===== config.mk =====
export PLATFORM = sky130hd
export DESIGN_NAME = jtag_idcode_top
export DESIGN_NICKNAME = d
export VERILOG_FILES = /design/src/hw/jtag_pkg.sv /design/src/hw/jtag_cmd_if.sv /design/src/hw/jtag_shift_if.sv /design/src/hw/jtag_cmd_seq.sv /design/src/hw/tap_engine.sv /design/src/hw/shift_bit_fifo.sv /design/src/hw/idcode_capture.sv /design/src/hw/jtag_idcode_top.sv
export VERILOG_INCLUDE_DIRS = /design/src /design/src/include
export SDC_FILE = /design/constraint.sdc
export NUM_CORES = 1
export LEC_CHECK = 0
export ABC_AREA = 1
export BUFFER_PORTS_ARGS = -buffer_cell sky130_fd_sc_hd__buf_2
export CELL_PAD_IN_SITES_DETAIL_PLACEMENT = 1
export CELL_PAD_IN_SITES_GLOBAL_PLACEMENT = 2
export CORE_ASPECT_RATIO = 0.8
export CORE_MARGIN = 5
export CORE_UTILIZATION = 35
export DETAILED_ROUTE_END_ITERATION = 8
export GPL_TIMING_DRIVEN = 0
export PLACE_DENSITY_LB_ADDON = 0.12
export SLEW_MARGIN = 15
export SYNTH_ARGS = -nofsm -noshare
export SYNTH_HDL_FRONTEND = slang
export SYNTH_SLANG_ARGS = --single-unit

===== constraint.sdc =====
create_clock -name clk_jtag -period 2.9 [get_ports clk_jtag]
set_input_delay 0.58 -clock clk_jtag [delete_from_list [all_inputs] [get_ports clk_jtag]]
set_output_delay 0.58 -clock clk_jtag [all_outputs]
set_load 0.01 [all_outputs]

===== src/include/jtag_defines.svh =====
`ifndef JTAG_DEFINES_SVH
`define JTAG_DEFINES_SVH

// command codes on the sequencer to TAP engine bus
`define CMD_JTAG_CLOSE_TEST 4'h0
`define CMD_JTAG_RUN_TEST   4'h1
`define CMD_JTAG_LOAD_IR    4'h2
`define CMD_JTAG_LOAD_DR    4'h3

// tms high steps, reaches test-logic-reset from any state
`define JTAG_CLOSE_STEPS 5

// instruction register of the attached device
`define JTAG_IR_LEN    10
`define JTAG_IR_IDCODE 10'h009

// idcode register
`define JTAG_DR_LEN 32

// part code check on bits 27:0, version nibble ignored
`define JTAG_IDCODE_MASK  28'hfff_ffff
`define JTAG_IDCODE_MATCH 28'h060_2899

`define FIFO_DEPTH 64 // tdi bits, holds ir + dr stream

`endif


===== src/hw/jtag_pkg.sv =====
package jtag_pkg;

    typedef logic [3:0]  jtag_cmd_t;  // command code
    typedef logic [15:0] cycle_cnt_t; // shift bits or idle steps
    typedef logic [31:0] idcode_t;

    // ieee 1149.1 tap states, standard encoding
    typedef enum logic [3:0] {
        TAP_EXIT2_DR = 4'h0,
        TAP_EXIT1_DR = 4'h1,
        TAP_SHIFT_DR = 4'h2,
        TAP_PAUSE_DR = 4'h3,
        TAP_SEL_IR   = 4'h4,
        TAP_UPD_DR   = 4'h5,
        TAP_CAP_DR   = 4'h6,
        TAP_SEL_DR   = 4'h7,
        TAP_EXIT2_IR = 4'h8,
        TAP_EXIT1_IR = 4'h9,
        TAP_SHIFT_IR = 4'ha,
        TAP_PAUSE_IR = 4'hb,
        TAP_IDLE     = 4'hc,
        TAP_UPD_IR   = 4'hd,
        TAP_CAP_IR   = 4'he,
        TAP_RESET    = 4'hf
    } tap_state_t;

endpackage


===== src/hw/jtag_cmd_if.sv =====
`timescale 1ns/1ps

interface jtag_cmd_if import jtag_pkg::*; ();

    jtag_cmd_t  cmd;
    cycle_cnt_t cycle_num;
    logic       cmd_valid;
    logic       cmd_ready; // low while a command runs
    logic       cmd_done;  // one cycle at end of command

    modport seq (
        output cmd, cycle_num, cmd_valid,
        input  cmd_ready, cmd_done
    );

    modport engine (
        input  cmd, cycle_num, cmd_valid,
        output cmd_ready, cmd_done
    );

endinterface


===== src/hw/jtag_shift_if.sv =====
`timescale 1ns/1ps

interface jtag_shift_if ();

    logic shift_in;    // fifo head, next tdi bit
    logic shift_ready; // fifo not empty
    logic tap_shift;   // strobe per shifted bit
    logic shift_out;   // tdo of the same bit

    modport fifo (output shift_in, shift_ready, input tap_shift);

    modport engine (input shift_in, shift_ready, output tap_shift, shift_out);

    modport capture (input tap_shift, shift_out);

endinterface


===== src/hw/jtag_cmd_seq.sv =====
`timescale 1ns/1ps
`include "jtag_defines.svh"

module jtag_cmd_seq import jtag_pkg::*; (
    input  logic    clk_jtag,
    input  logic    rst,
    jtag_cmd_if.seq cmd_bus,
    output logic    wr_en,
    output logic    wr_bit,
    output logic    capture,
    output logic    seq_done
);

    localparam int         NUM_BITS     = `JTAG_IR_LEN + `JTAG_DR_LEN;
    localparam logic [2:0] LAST_STEP    = 3'd5;
    localparam logic [2:0] DR_DONE_STEP = 3'd5; // load_dr is the one in flight
    localparam logic [2:0] END_STEP     = 3'd6;

    logic [2:0]          step;     // next command to issue
    logic [5:0]          wr_cnt;   // tdi bits already written
    logic [NUM_BITS-1:0] tdi_bits;
    logic                accept;

    assign accept  = cmd_bus.cmd_valid && cmd_bus.cmd_ready;
    assign wr_bit  = tdi_bits[0]; // lsb goes out first
    assign capture = cmd_bus.cmd_done && (step == DR_DONE_STEP);

    // idcode read list
    always_comb begin
        case (step)
            3'd1, 3'd3: begin
                cmd_bus.cmd       = `CMD_JTAG_RUN_TEST;
                cmd_bus.cycle_num = '0;
            end
            3'd2: begin
                cmd_bus.cmd       = `CMD_JTAG_LOAD_IR;
                cmd_bus.cycle_num = cycle_cnt_t'(`JTAG_IR_LEN);
            end
            3'd4: begin
                cmd_bus.cmd       = `CMD_JTAG_LOAD_DR;
                cmd_bus.cycle_num = cycle_cnt_t'(`JTAG_DR_LEN);
            end
            default: begin
                cmd_bus.cmd       = `CMD_JTAG_CLOSE_TEST;
                cmd_bus.cycle_num = '0;
            end
        endcase
    end

    always_ff @(posedge clk_jtag) begin
        if (rst) begin
            step              <= '0;
            cmd_bus.cmd_valid <= 1'b0;
            seq_done          <= 1'b0;
        end else begin
            if (accept)
                step <= step + 3'd1;
            cmd_bus.cmd_valid <= accept ? (step < LAST_STEP) : (step <= LAST_STEP);
            if (cmd_bus.cmd_done && step == END_STEP)
                seq_done <= 1'b1; // close_test finished
        end
    end

    // ir instruction then dr zeros, one bit per cycle
    always_ff @(posedge clk_jtag) begin
        if (rst) begin
            wr_cnt   <= '0;
            wr_en    <= 1'b0;
            tdi_bits <= {{`JTAG_DR_LEN{1'b0}}, `JTAG_IR_IDCODE};
        end else begin
            if (wr_en) begin
                wr_cnt   <= wr_cnt + 6'd1;
                tdi_bits <= tdi_bits >> 1;
            end
            wr_en <= wr_en ? (wr_cnt != 6'(NUM_BITS - 1)) : (wr_cnt == '0);
        end
    end

endmodule


===== src/hw/tap_engine.sv =====
`timescale 1ns/1ps
`include "jtag_defines.svh"

module tap_engine import jtag_pkg::*; (
    input  logic         clk_jtag,
    input  logic         rst,
    jtag_cmd_if.engine   cmd_bus,
    jtag_shift_if.engine sh,
    output logic         tck,
    output logic         tms,
    output logic         tdi,
    input  logic         tdo
);

    tap_state_t state;
    jtag_cmd_t  cmd_q;
    cycle_cnt_t lim_q;
    cycle_cnt_t cnt;      // steps, idle steps or shifted bits
    logic       busy;
    logic       tdi_vld;  // tdi holds the fifo head
    logic       in_shift;
    logic       cmd_fin;
    logic       cnt_inc;
    logic       step_go;

    function automatic tap_state_t tap_next(input tap_state_t s, input logic m);
        case (s)
            TAP_RESET:    return m ? TAP_RESET    : TAP_IDLE;
            TAP_IDLE:     return m ? TAP_SEL_DR   : TAP_IDLE;
            TAP_SEL_DR:   return m ? TAP_SEL_IR   : TAP_CAP_DR;
            TAP_CAP_DR:   return m ? TAP_EXIT1_DR : TAP_SHIFT_DR;
            TAP_SHIFT_DR: return m ? TAP_EXIT1_DR : TAP_SHIFT_DR;
            TAP_EXIT1_DR: return m ? TAP_UPD_DR   : TAP_PAUSE_DR;
            TAP_PAUSE_DR: return m ? TAP_EXIT2_DR : TAP_PAUSE_DR;
            TAP_EXIT2_DR: return m ? TAP_UPD_DR   : TAP_SHIFT_DR;
            TAP_UPD_DR:   return m ? TAP_SEL_DR   : TAP_IDLE;
            TAP_SEL_IR:   return m ? TAP_RESET    : TAP_CAP_IR;
            TAP_CAP_IR:   return m ? TAP_EXIT1_IR : TAP_SHIFT_IR;
            TAP_SHIFT_IR: return m ? TAP_EXIT1_IR : TAP_SHIFT_IR;
            TAP_EXIT1_IR: return m ? TAP_UPD_IR   : TAP_PAUSE_IR;
            TAP_PAUSE_IR: return m ? TAP_EXIT2_IR : TAP_PAUSE_IR;
            TAP_EXIT2_IR: return m ? TAP_UPD_IR   : TAP_SHIFT_IR;
            TAP_UPD_IR:   return m ? TAP_SEL_DR   : TAP_IDLE;
            default:      return TAP_RESET;
        endcase
    endfunction

    // tms for the next step of command c
    function automatic logic step_tms(input jtag_cmd_t c, input tap_state_t s,
                                      input cycle_cnt_t n, input cycle_cnt_t lim);
        if (c == `CMD_JTAG_CLOSE_TEST)
            return 1'b1;
        case (s)
            TAP_RESET, TAP_CAP_DR, TAP_CAP_IR, TAP_UPD_DR, TAP_UPD_IR: return 1'b0;
            TAP_IDLE:                   return c != `CMD_JTAG_RUN_TEST;
            TAP_SEL_DR:                 return c != `CMD_JTAG_LOAD_DR;
            TAP_SEL_IR:                 return c != `CMD_JTAG_LOAD_IR;
            TAP_SHIFT_DR, TAP_SHIFT_IR: return n == lim - 1'b1; // exit on last bit
            default:                    return 1'b1;
        endcase
    endfunction

    assign busy     = !cmd_bus.cmd_ready;
    assign in_shift = (state == TAP_SHIFT_DR) || (state == TAP_SHIFT_IR);
    assign cmd_fin  = (cmd_q == `CMD_JTAG_CLOSE_TEST) ?
                      (cnt == cycle_cnt_t'(`JTAG_CLOSE_STEPS)) :
                      (state == TAP_IDLE && cnt == lim_q);
    assign cnt_inc  = (cmd_q == `CMD_JTAG_CLOSE_TEST) || in_shift ||
                      (cmd_q == `CMD_JTAG_RUN_TEST && state == TAP_IDLE);
    assign step_go  = busy && !tck && !cmd_fin && (!in_shift || tdi_vld); // stall on empty fifo

    assign sh.tap_shift = step_go && in_shift; // pops the bit on tdi
    assign sh.shift_out = tdo;                 // driven by target on falling tck

    always_ff @(posedge clk_jtag) begin
        if (rst) begin
            state             <= TAP_RESET;
            tck               <= 1'b0;
            tms               <= 1'b1;
            tdi               <= 1'b0;
            tdi_vld           <= 1'b0;
            cnt               <= '0;
            cmd_bus.cmd_ready <= 1'b1;
            cmd_bus.cmd_done  <= 1'b0;
        end else begin
            cmd_bus.cmd_done <= 1'b0;
            if (!busy) begin
                if (cmd_bus.cmd_valid) begin
                    cmd_q             <= cmd_bus.cmd;
                    lim_q             <= cmd_bus.cycle_num;
                    cnt               <= '0;
                    cmd_bus.cmd_ready <= 1'b0;
                    tms <= step_tms(cmd_bus.cmd, state, '0, cmd_bus.cycle_num);
                end
            end else if (tck) begin // falling tck, set up next step
                tck <= 1'b0;
                tms <= step_tms(cmd_q, state, cnt, lim_q);
                if (in_shift && sh.shift_ready) begin
                    tdi     <= sh.shift_in;
                    tdi_vld <= 1'b1;
                end
            end else if (cmd_fin) begin
                cmd_bus.cmd_ready <= 1'b1;
                cmd_bus.cmd_done  <= 1'b1;
            end else if (step_go) begin // rising tck
                tck     <= 1'b1;
                state   <= tap_next(state, tms);
                tdi_vld <= 1'b0;
                if (cnt_inc)
                    cnt <= cnt + 1'b1;
            end else if (in_shift && sh.shift_ready) begin
                tdi     <= sh.shift_in; // bit arrived while stalled
                tdi_vld <= 1'b1;
            end
        end
    end

endmodule


===== src/hw/shift_bit_fifo.sv =====
`timescale 1ns/1ps
`include "jtag_defines.svh"

module shift_bit_fifo (
    input  logic       clk_jtag,
    input  logic       rst,
    input  logic       wr_en,
    input  logic       wr_bit,
    jtag_shift_if.fifo sh
);

    localparam int          AW   = $clog2(`FIFO_DEPTH);
    localparam logic [AW:0] FULL = `FIFO_DEPTH;

    logic          mem [`FIFO_DEPTH];
    logic [AW-1:0] wr_ptr;
    logic [AW-1:0] rd_ptr;
    logic [AW:0]   count;
    logic          do_wr;
    logic          do_rd;

    assign do_wr = wr_en && (count != FULL); // dropped when full
    assign do_rd = sh.tap_shift && (count != '0);

    assign sh.shift_in    = mem[rd_ptr];
    assign sh.shift_ready = (count != '0);

    always_ff @(posedge clk_jtag) begin
        if (do_wr)
            mem[wr_ptr] <= wr_bit;
    end

    always_ff @(posedge clk_jtag) begin
        if (rst) begin
            wr_ptr <= '0;
            rd_ptr <= '0;
            count  <= '0;
        end else begin
            if (do_wr)
                wr_ptr <= wr_ptr + 1'b1; // wraps, depth is a power of two
            if (do_rd)
                rd_ptr <= rd_ptr + 1'b1;
            count <= count + {{AW{1'b0}}, do_wr} - {{AW{1'b0}}, do_rd};
        end
    end

endmodule


===== src/hw/idcode_capture.sv =====
`timescale 1ns/1ps
`include "jtag_defines.svh"

module idcode_capture import jtag_pkg::*; (
    input  logic          clk_jtag,
    input  logic          rst,
    input  logic          capture,
    jtag_shift_if.capture sh,
    output idcode_t       idcode,
    output logic          idcode_valid,
    output logic          init_done
);

    idcode_t shreg; // last 32 bits out of tdo

    always_ff @(posedge clk_jtag) begin
        if (sh.tap_shift)
            shreg <= {sh.shift_out, shreg[31:1]}; // lsb arrives first
        if (capture)
            idcode <= shreg;
    end

    always_ff @(posedge clk_jtag) begin
        if (rst) begin
            idcode_valid <= 1'b0;
            init_done    <= 1'b0;
        end else if (capture) begin
            idcode_valid <= 1'b1;
            init_done    <= (shreg[27:0] & `JTAG_IDCODE_MASK) ==
                            (`JTAG_IDCODE_MATCH & `JTAG_IDCODE_MASK);
        end
    end

endmodule


===== src/hw/jtag_idcode_top.sv =====
`timescale 1ns/1ps

module jtag_idcode_top import jtag_pkg::*; (
    input  logic    clk_jtag,
    input  logic    rst,
    output logic    tck,
    output logic    tms,
    output logic    tdi,
    input  logic    tdo,
    output idcode_t idcode,
    output logic    idcode_valid,
    output logic    init_done,
    output logic    seq_done
);

    logic wr_en;
    logic wr_bit;
    logic capture;

    jtag_cmd_if   cmd_bus ();
    jtag_shift_if sh_bus ();

    jtag_cmd_seq seq_i (
        .clk_jtag (clk_jtag),
        .rst      (rst),
        .cmd_bus  (cmd_bus.seq),
        .wr_en    (wr_en),
        .wr_bit   (wr_bit),
        .capture  (capture),
        .seq_done (seq_done)
    );

    tap_engine tap_i (
        .clk_jtag (clk_jtag),
        .rst      (rst),
        .cmd_bus  (cmd_bus.engine),
        .sh       (sh_bus.engine),
        .tck      (tck),
        .tms      (tms),
        .tdi      (tdi),
        .tdo      (tdo)
    );

    shift_bit_fifo fifo_i (
        .clk_jtag (clk_jtag),
        .rst      (rst),
        .wr_en    (wr_en),
        .wr_bit   (wr_bit),
        .sh       (sh_bus.fifo)
    );

    idcode_capture cap_i (
        .clk_jtag     (clk_jtag),
        .rst          (rst),
        .capture      (capture),
        .sh           (sh_bus.capture),
        .idcode       (idcode),
        .idcode_valid (idcode_valid),
        .init_done    (init_done)
    );

endmodule


==> impl_metrics.py <==
metrics = {
    "status": {
        "status": "completed",
    },
    "cells_and_area": {
        "num-nets-final": 1045,
        "drive_gt1_frac": 0.165,
        "instances_no_fill": 1361,
        "area_growth_pct": 19.6,
        "postLayoutCellArea_sq_mm": 0.0106,
        "diodes": 0,
    },
    "setup_path": {
        "path_cells": "buf_6, buf_6, nor2_4, a31oi_4, nor2_4, nand2_4, nand2_8, nor2_4, ha_4, inv_2, ha_4, fa_2, nand2_2, inv_2, o21bai_1, nand2_1, nand2_1, nand2_1, a21oi_2, o21ai_1, a21oi_1",
        "worstSetupPathType": "reg -> reg",
        "crit_fanout": 6,
        "cp_data_arrival_time_ns": 3.24,
        "crit_buf_inv": 4,
        "max_stage_delay_ns": 0.36,
        "slowest_stage": "fa_2",
        "path_delay_family": "adder cells",
        "worstPathRequired_ns": 3.34,
        "cp.depth": 21,
        "start_kind": "flop",
        "critPathCaptureType": "flop",
        "reg2reg_depth": 21,
    },
    "place": {
        "postPlaceCellArea_sq_mm": 0.00953,
        "dp_hpwl_mm": 15.8,
        "gp_congestion": 0.745,
        "io_buffers": 39,
        "numPlacedInstances": 1305,
    },
    "logic_synthesis": {
        "syn_nets": 966,
        "avgSynthCellArea_sq_um": 9.44,
        "ys_types": 40,
        "yosysWarnings": 0,
        "synth_seq_area_share": 0.602,
        "ys_ff_latch": 201,
        "syn_area_sq_mm": 0.00888,
        "syn_inst": 940,
    },
    "worst_hold_path": {
        "worstHoldPathType": "in -> reg",
        "min_path_cells": 1,
    },
    "global_routing": {
        "grt_first_pass_wirelength_mm": 37.0,
        "grt_max_degree": 52,
        "grt_pass1_vias": 6783,
        "overflow": 0,
        "antenna_found_initial": 0,
        "groute.usage.overall": 0.158,
    },
    "sta": {
        "fin_crit_ns": 2.80,
        "finalClockSkew_ns": 0.0126,
        "final_hold_viol_count": 0,
        "drv_slew": 0,
        "grt_setup_unrepaired": "true",
        "slew_headroom": 0.502,
        "finalSetupViolCount": 0,
        "max_freq_mhz": 358,
        "worstMarginPinSlew_ns": 0.745,
        "period_share": 0.964,
    },
    "detailed_routing": {
        "routed_wl_mm": 22.9,
        "drtPass1Iterations": 4,
        "ant_nets": 0,
        "first_iter_violations": 331,
        "via_count": 6611,
        "wire_per_inst_um": 16.8,
        "viasPerCell": 4.86,
        "drc": 0,
    },
    "cts": {
        "clk_pin_slew_ns": 0.06,
        "numCtsBuffers": 24,
        "tritoncts": "yes",
        "cts_root_buf": "clkbuf_16",
        "cts_num_sinks": 201,
        "clock_latency_ns": 0.51,
        "cts_buffer_depth": 3,
        "ctsHtreeMaxLevel": 1,
        "holdBufCountCts": 0,
    },
    "power_and_ir_drop": {
        "p_leak_nw": 3.97,
        "total_power_mw": 7.08,
        "power_density_mw_per_mm2": 667,
        "irDropWorstVdd_mv": 0.361,
    },
    "floorplanning": {
        "initial_core_util": 0.353,
        "dieArea_sq_mm": 0.0287,
        "die_x_um": 188,
        "die_h_um": 152,
        "row_count": 52,
        "num_io_pins": 41,
        "core_sq_mm": 0.0251,
    },
    "flow_run": {
        "drv_cap": 0,
    },
}
-- Yosys cell counts, drive strengths merged --
cell,number,area (sq um)
ha,22,275
o311ai,1,8.76
nor4,6,37.5
xor2,12,105
edfxtp,132,3960
a21oi,49,245
nor3b,1,7.51
nand4,12,75.1
xnor2,2,17.5
nor4b,1,8.76
nor3,19,100
nand3,113,571
clkbuf,13,48.8
nor2,138,551
o21ai,26,130
a31oi,2,12.5
o21bai,2,15.0
or2,4,25.0
dfxtp,69,1380
buf,15,93.8
clkinv,1,3.75
nand2,205,795
and2,1,6.26
o21a,1,7.51
o211ai,2,15.0
nand3b,5,37.5
inv,85,319
fa,1,20.0
-- final timing paths --
| path | startpoint | endpoint | slack (ns) |
|---|---|---|---|
| worst min register to register | cap_i.shreg[29]$_DFFE_PP_ | cap_i.shreg[28]$_DFFE_PP_ | 0.44 |
| worst min-delay path | tdo | cap_i.shreg[31]$_DFFE_PP_ | 0.24 |
| worst max-delay path | tap_i.cnt[5]$_SDFFE_PP0P_ | fifo_i.count[6]$_SDFF_PP0_ | 0.10 |
| worst max register to register | tap_i.cnt[5]$_SDFFE_PP0P_ | fifo_i.count[6]$_SDFF_PP0_ | 0.10 |
-- layout make-up --
type,count,area [sq um]
Timing Repair Buffer,55,344
Clock inverter,13,158
Multi-Input combinational cell,625,3200
Fill cell,2880,14500
Sequential cell,201,5380
Clock buffer,31,657
Buffer,26,140
Inverter,86,327
Tap cell,324,405
-- placed cells by master (no fill, tap or decap), types with 6 or more instances in the layout --
cell type  count
nand2_1      195
edfxtp_1     132
nor2_1       124
nand3_1      110
inv_1         73
dfxtp_1       52
a21oi_1       48
buf_2         46
o21ai_0       24
clkbuf_16     24
ha_1          20
nor3_1        18
clkbuf_1      17
buf_4         14
xor2_1        12
nand4_1       12
dfxtp_2       12
inv_2         11
nor2_4        11
nand2_2        7
nor4_1         6
-- routing by layer --
layer / up-vias / routed length (um) / GRT usage
met1: 3174 / 11200 / 0.222
met4: 0 / 483 / 0.0353
met3: 29 / 721 / 0.0240
met5: - / 0 / 0
li1: 3323 / - / -
met2: 85 / 10500 / 0.260
-- power breakdown --
group | switching, mW | internal (mW) | total [mW]
logic | 0.506 | 0.275 | 0.781
clock network | 1.21 | 1.87 | 3.08
registers | 0.0726 | 3.14 | 3.21
total | 1.79 | 5.29 | 7.08
-- sequential cells by signal, summed over array words and instances, names as in the netlist, 2 cells and up, named ones only --
register and count:
fifo_i.mem 64, cap_i.idcode 32, cap_i.shreg 32, tap_i.cnt 16
fifo_i.count 7, fifo_i.rd_ptr 6, fifo_i.wr_ptr 6, seq_i.wr_cnt 6
seq_i.tdi_bits 4, tap_i.state 4, seq_i.step 3, tap_i.cmd_q 2
tap_i.lim_q 2
-- worst reg2reg max path: cells and delay by family (launching register included) --
family | cells | cell delay, ns
AO/OA/AOI/OAI | 5 | 0.59
adder cells (fa/ha/maj) | 3 | 0.76
buffers and inverters | 4 | 0.33
flip-flops | 1 | 0.31
AND/OR/NAND/NOR | 9 | 0.74
-- what timing repair did --
action,4_1_cts,5_1_grt
pin swaps,4,21
setup endpoints to repair,3,2
resized for setup,18,44
buffers inserted,5,9
-- through the flow --
stage	worst slack, ns	util	hold slack (ns)	TNS (ns)
floorplan	0.00324	-	0.418	0
global placement	-0.906	0.377	0.427	-29.44
detailed placement	-0.388	0.379	0.438	-0.668
CTS	0.00382	0.415	0.223	0
global route	-0.0895	0.423	0.232	-0.0895
finish	0.104	0.423	0.244	0
-- kinds of logic (layout without fill, tap and decap cells) --
kind of cell,after synthesis,in the layout,share of synthesized area
buffers and inverters,114,211,0.0524
adders and majority gates,23,23,0.0333
DFF,201,201,0.602
AOI/OAI and AO/OA,83,83,0.0489
and+or+nand+nor,505,505,0.249
xor gates and xnor gates,14,14,0.0138
Power figures use the tool's default switching activity.
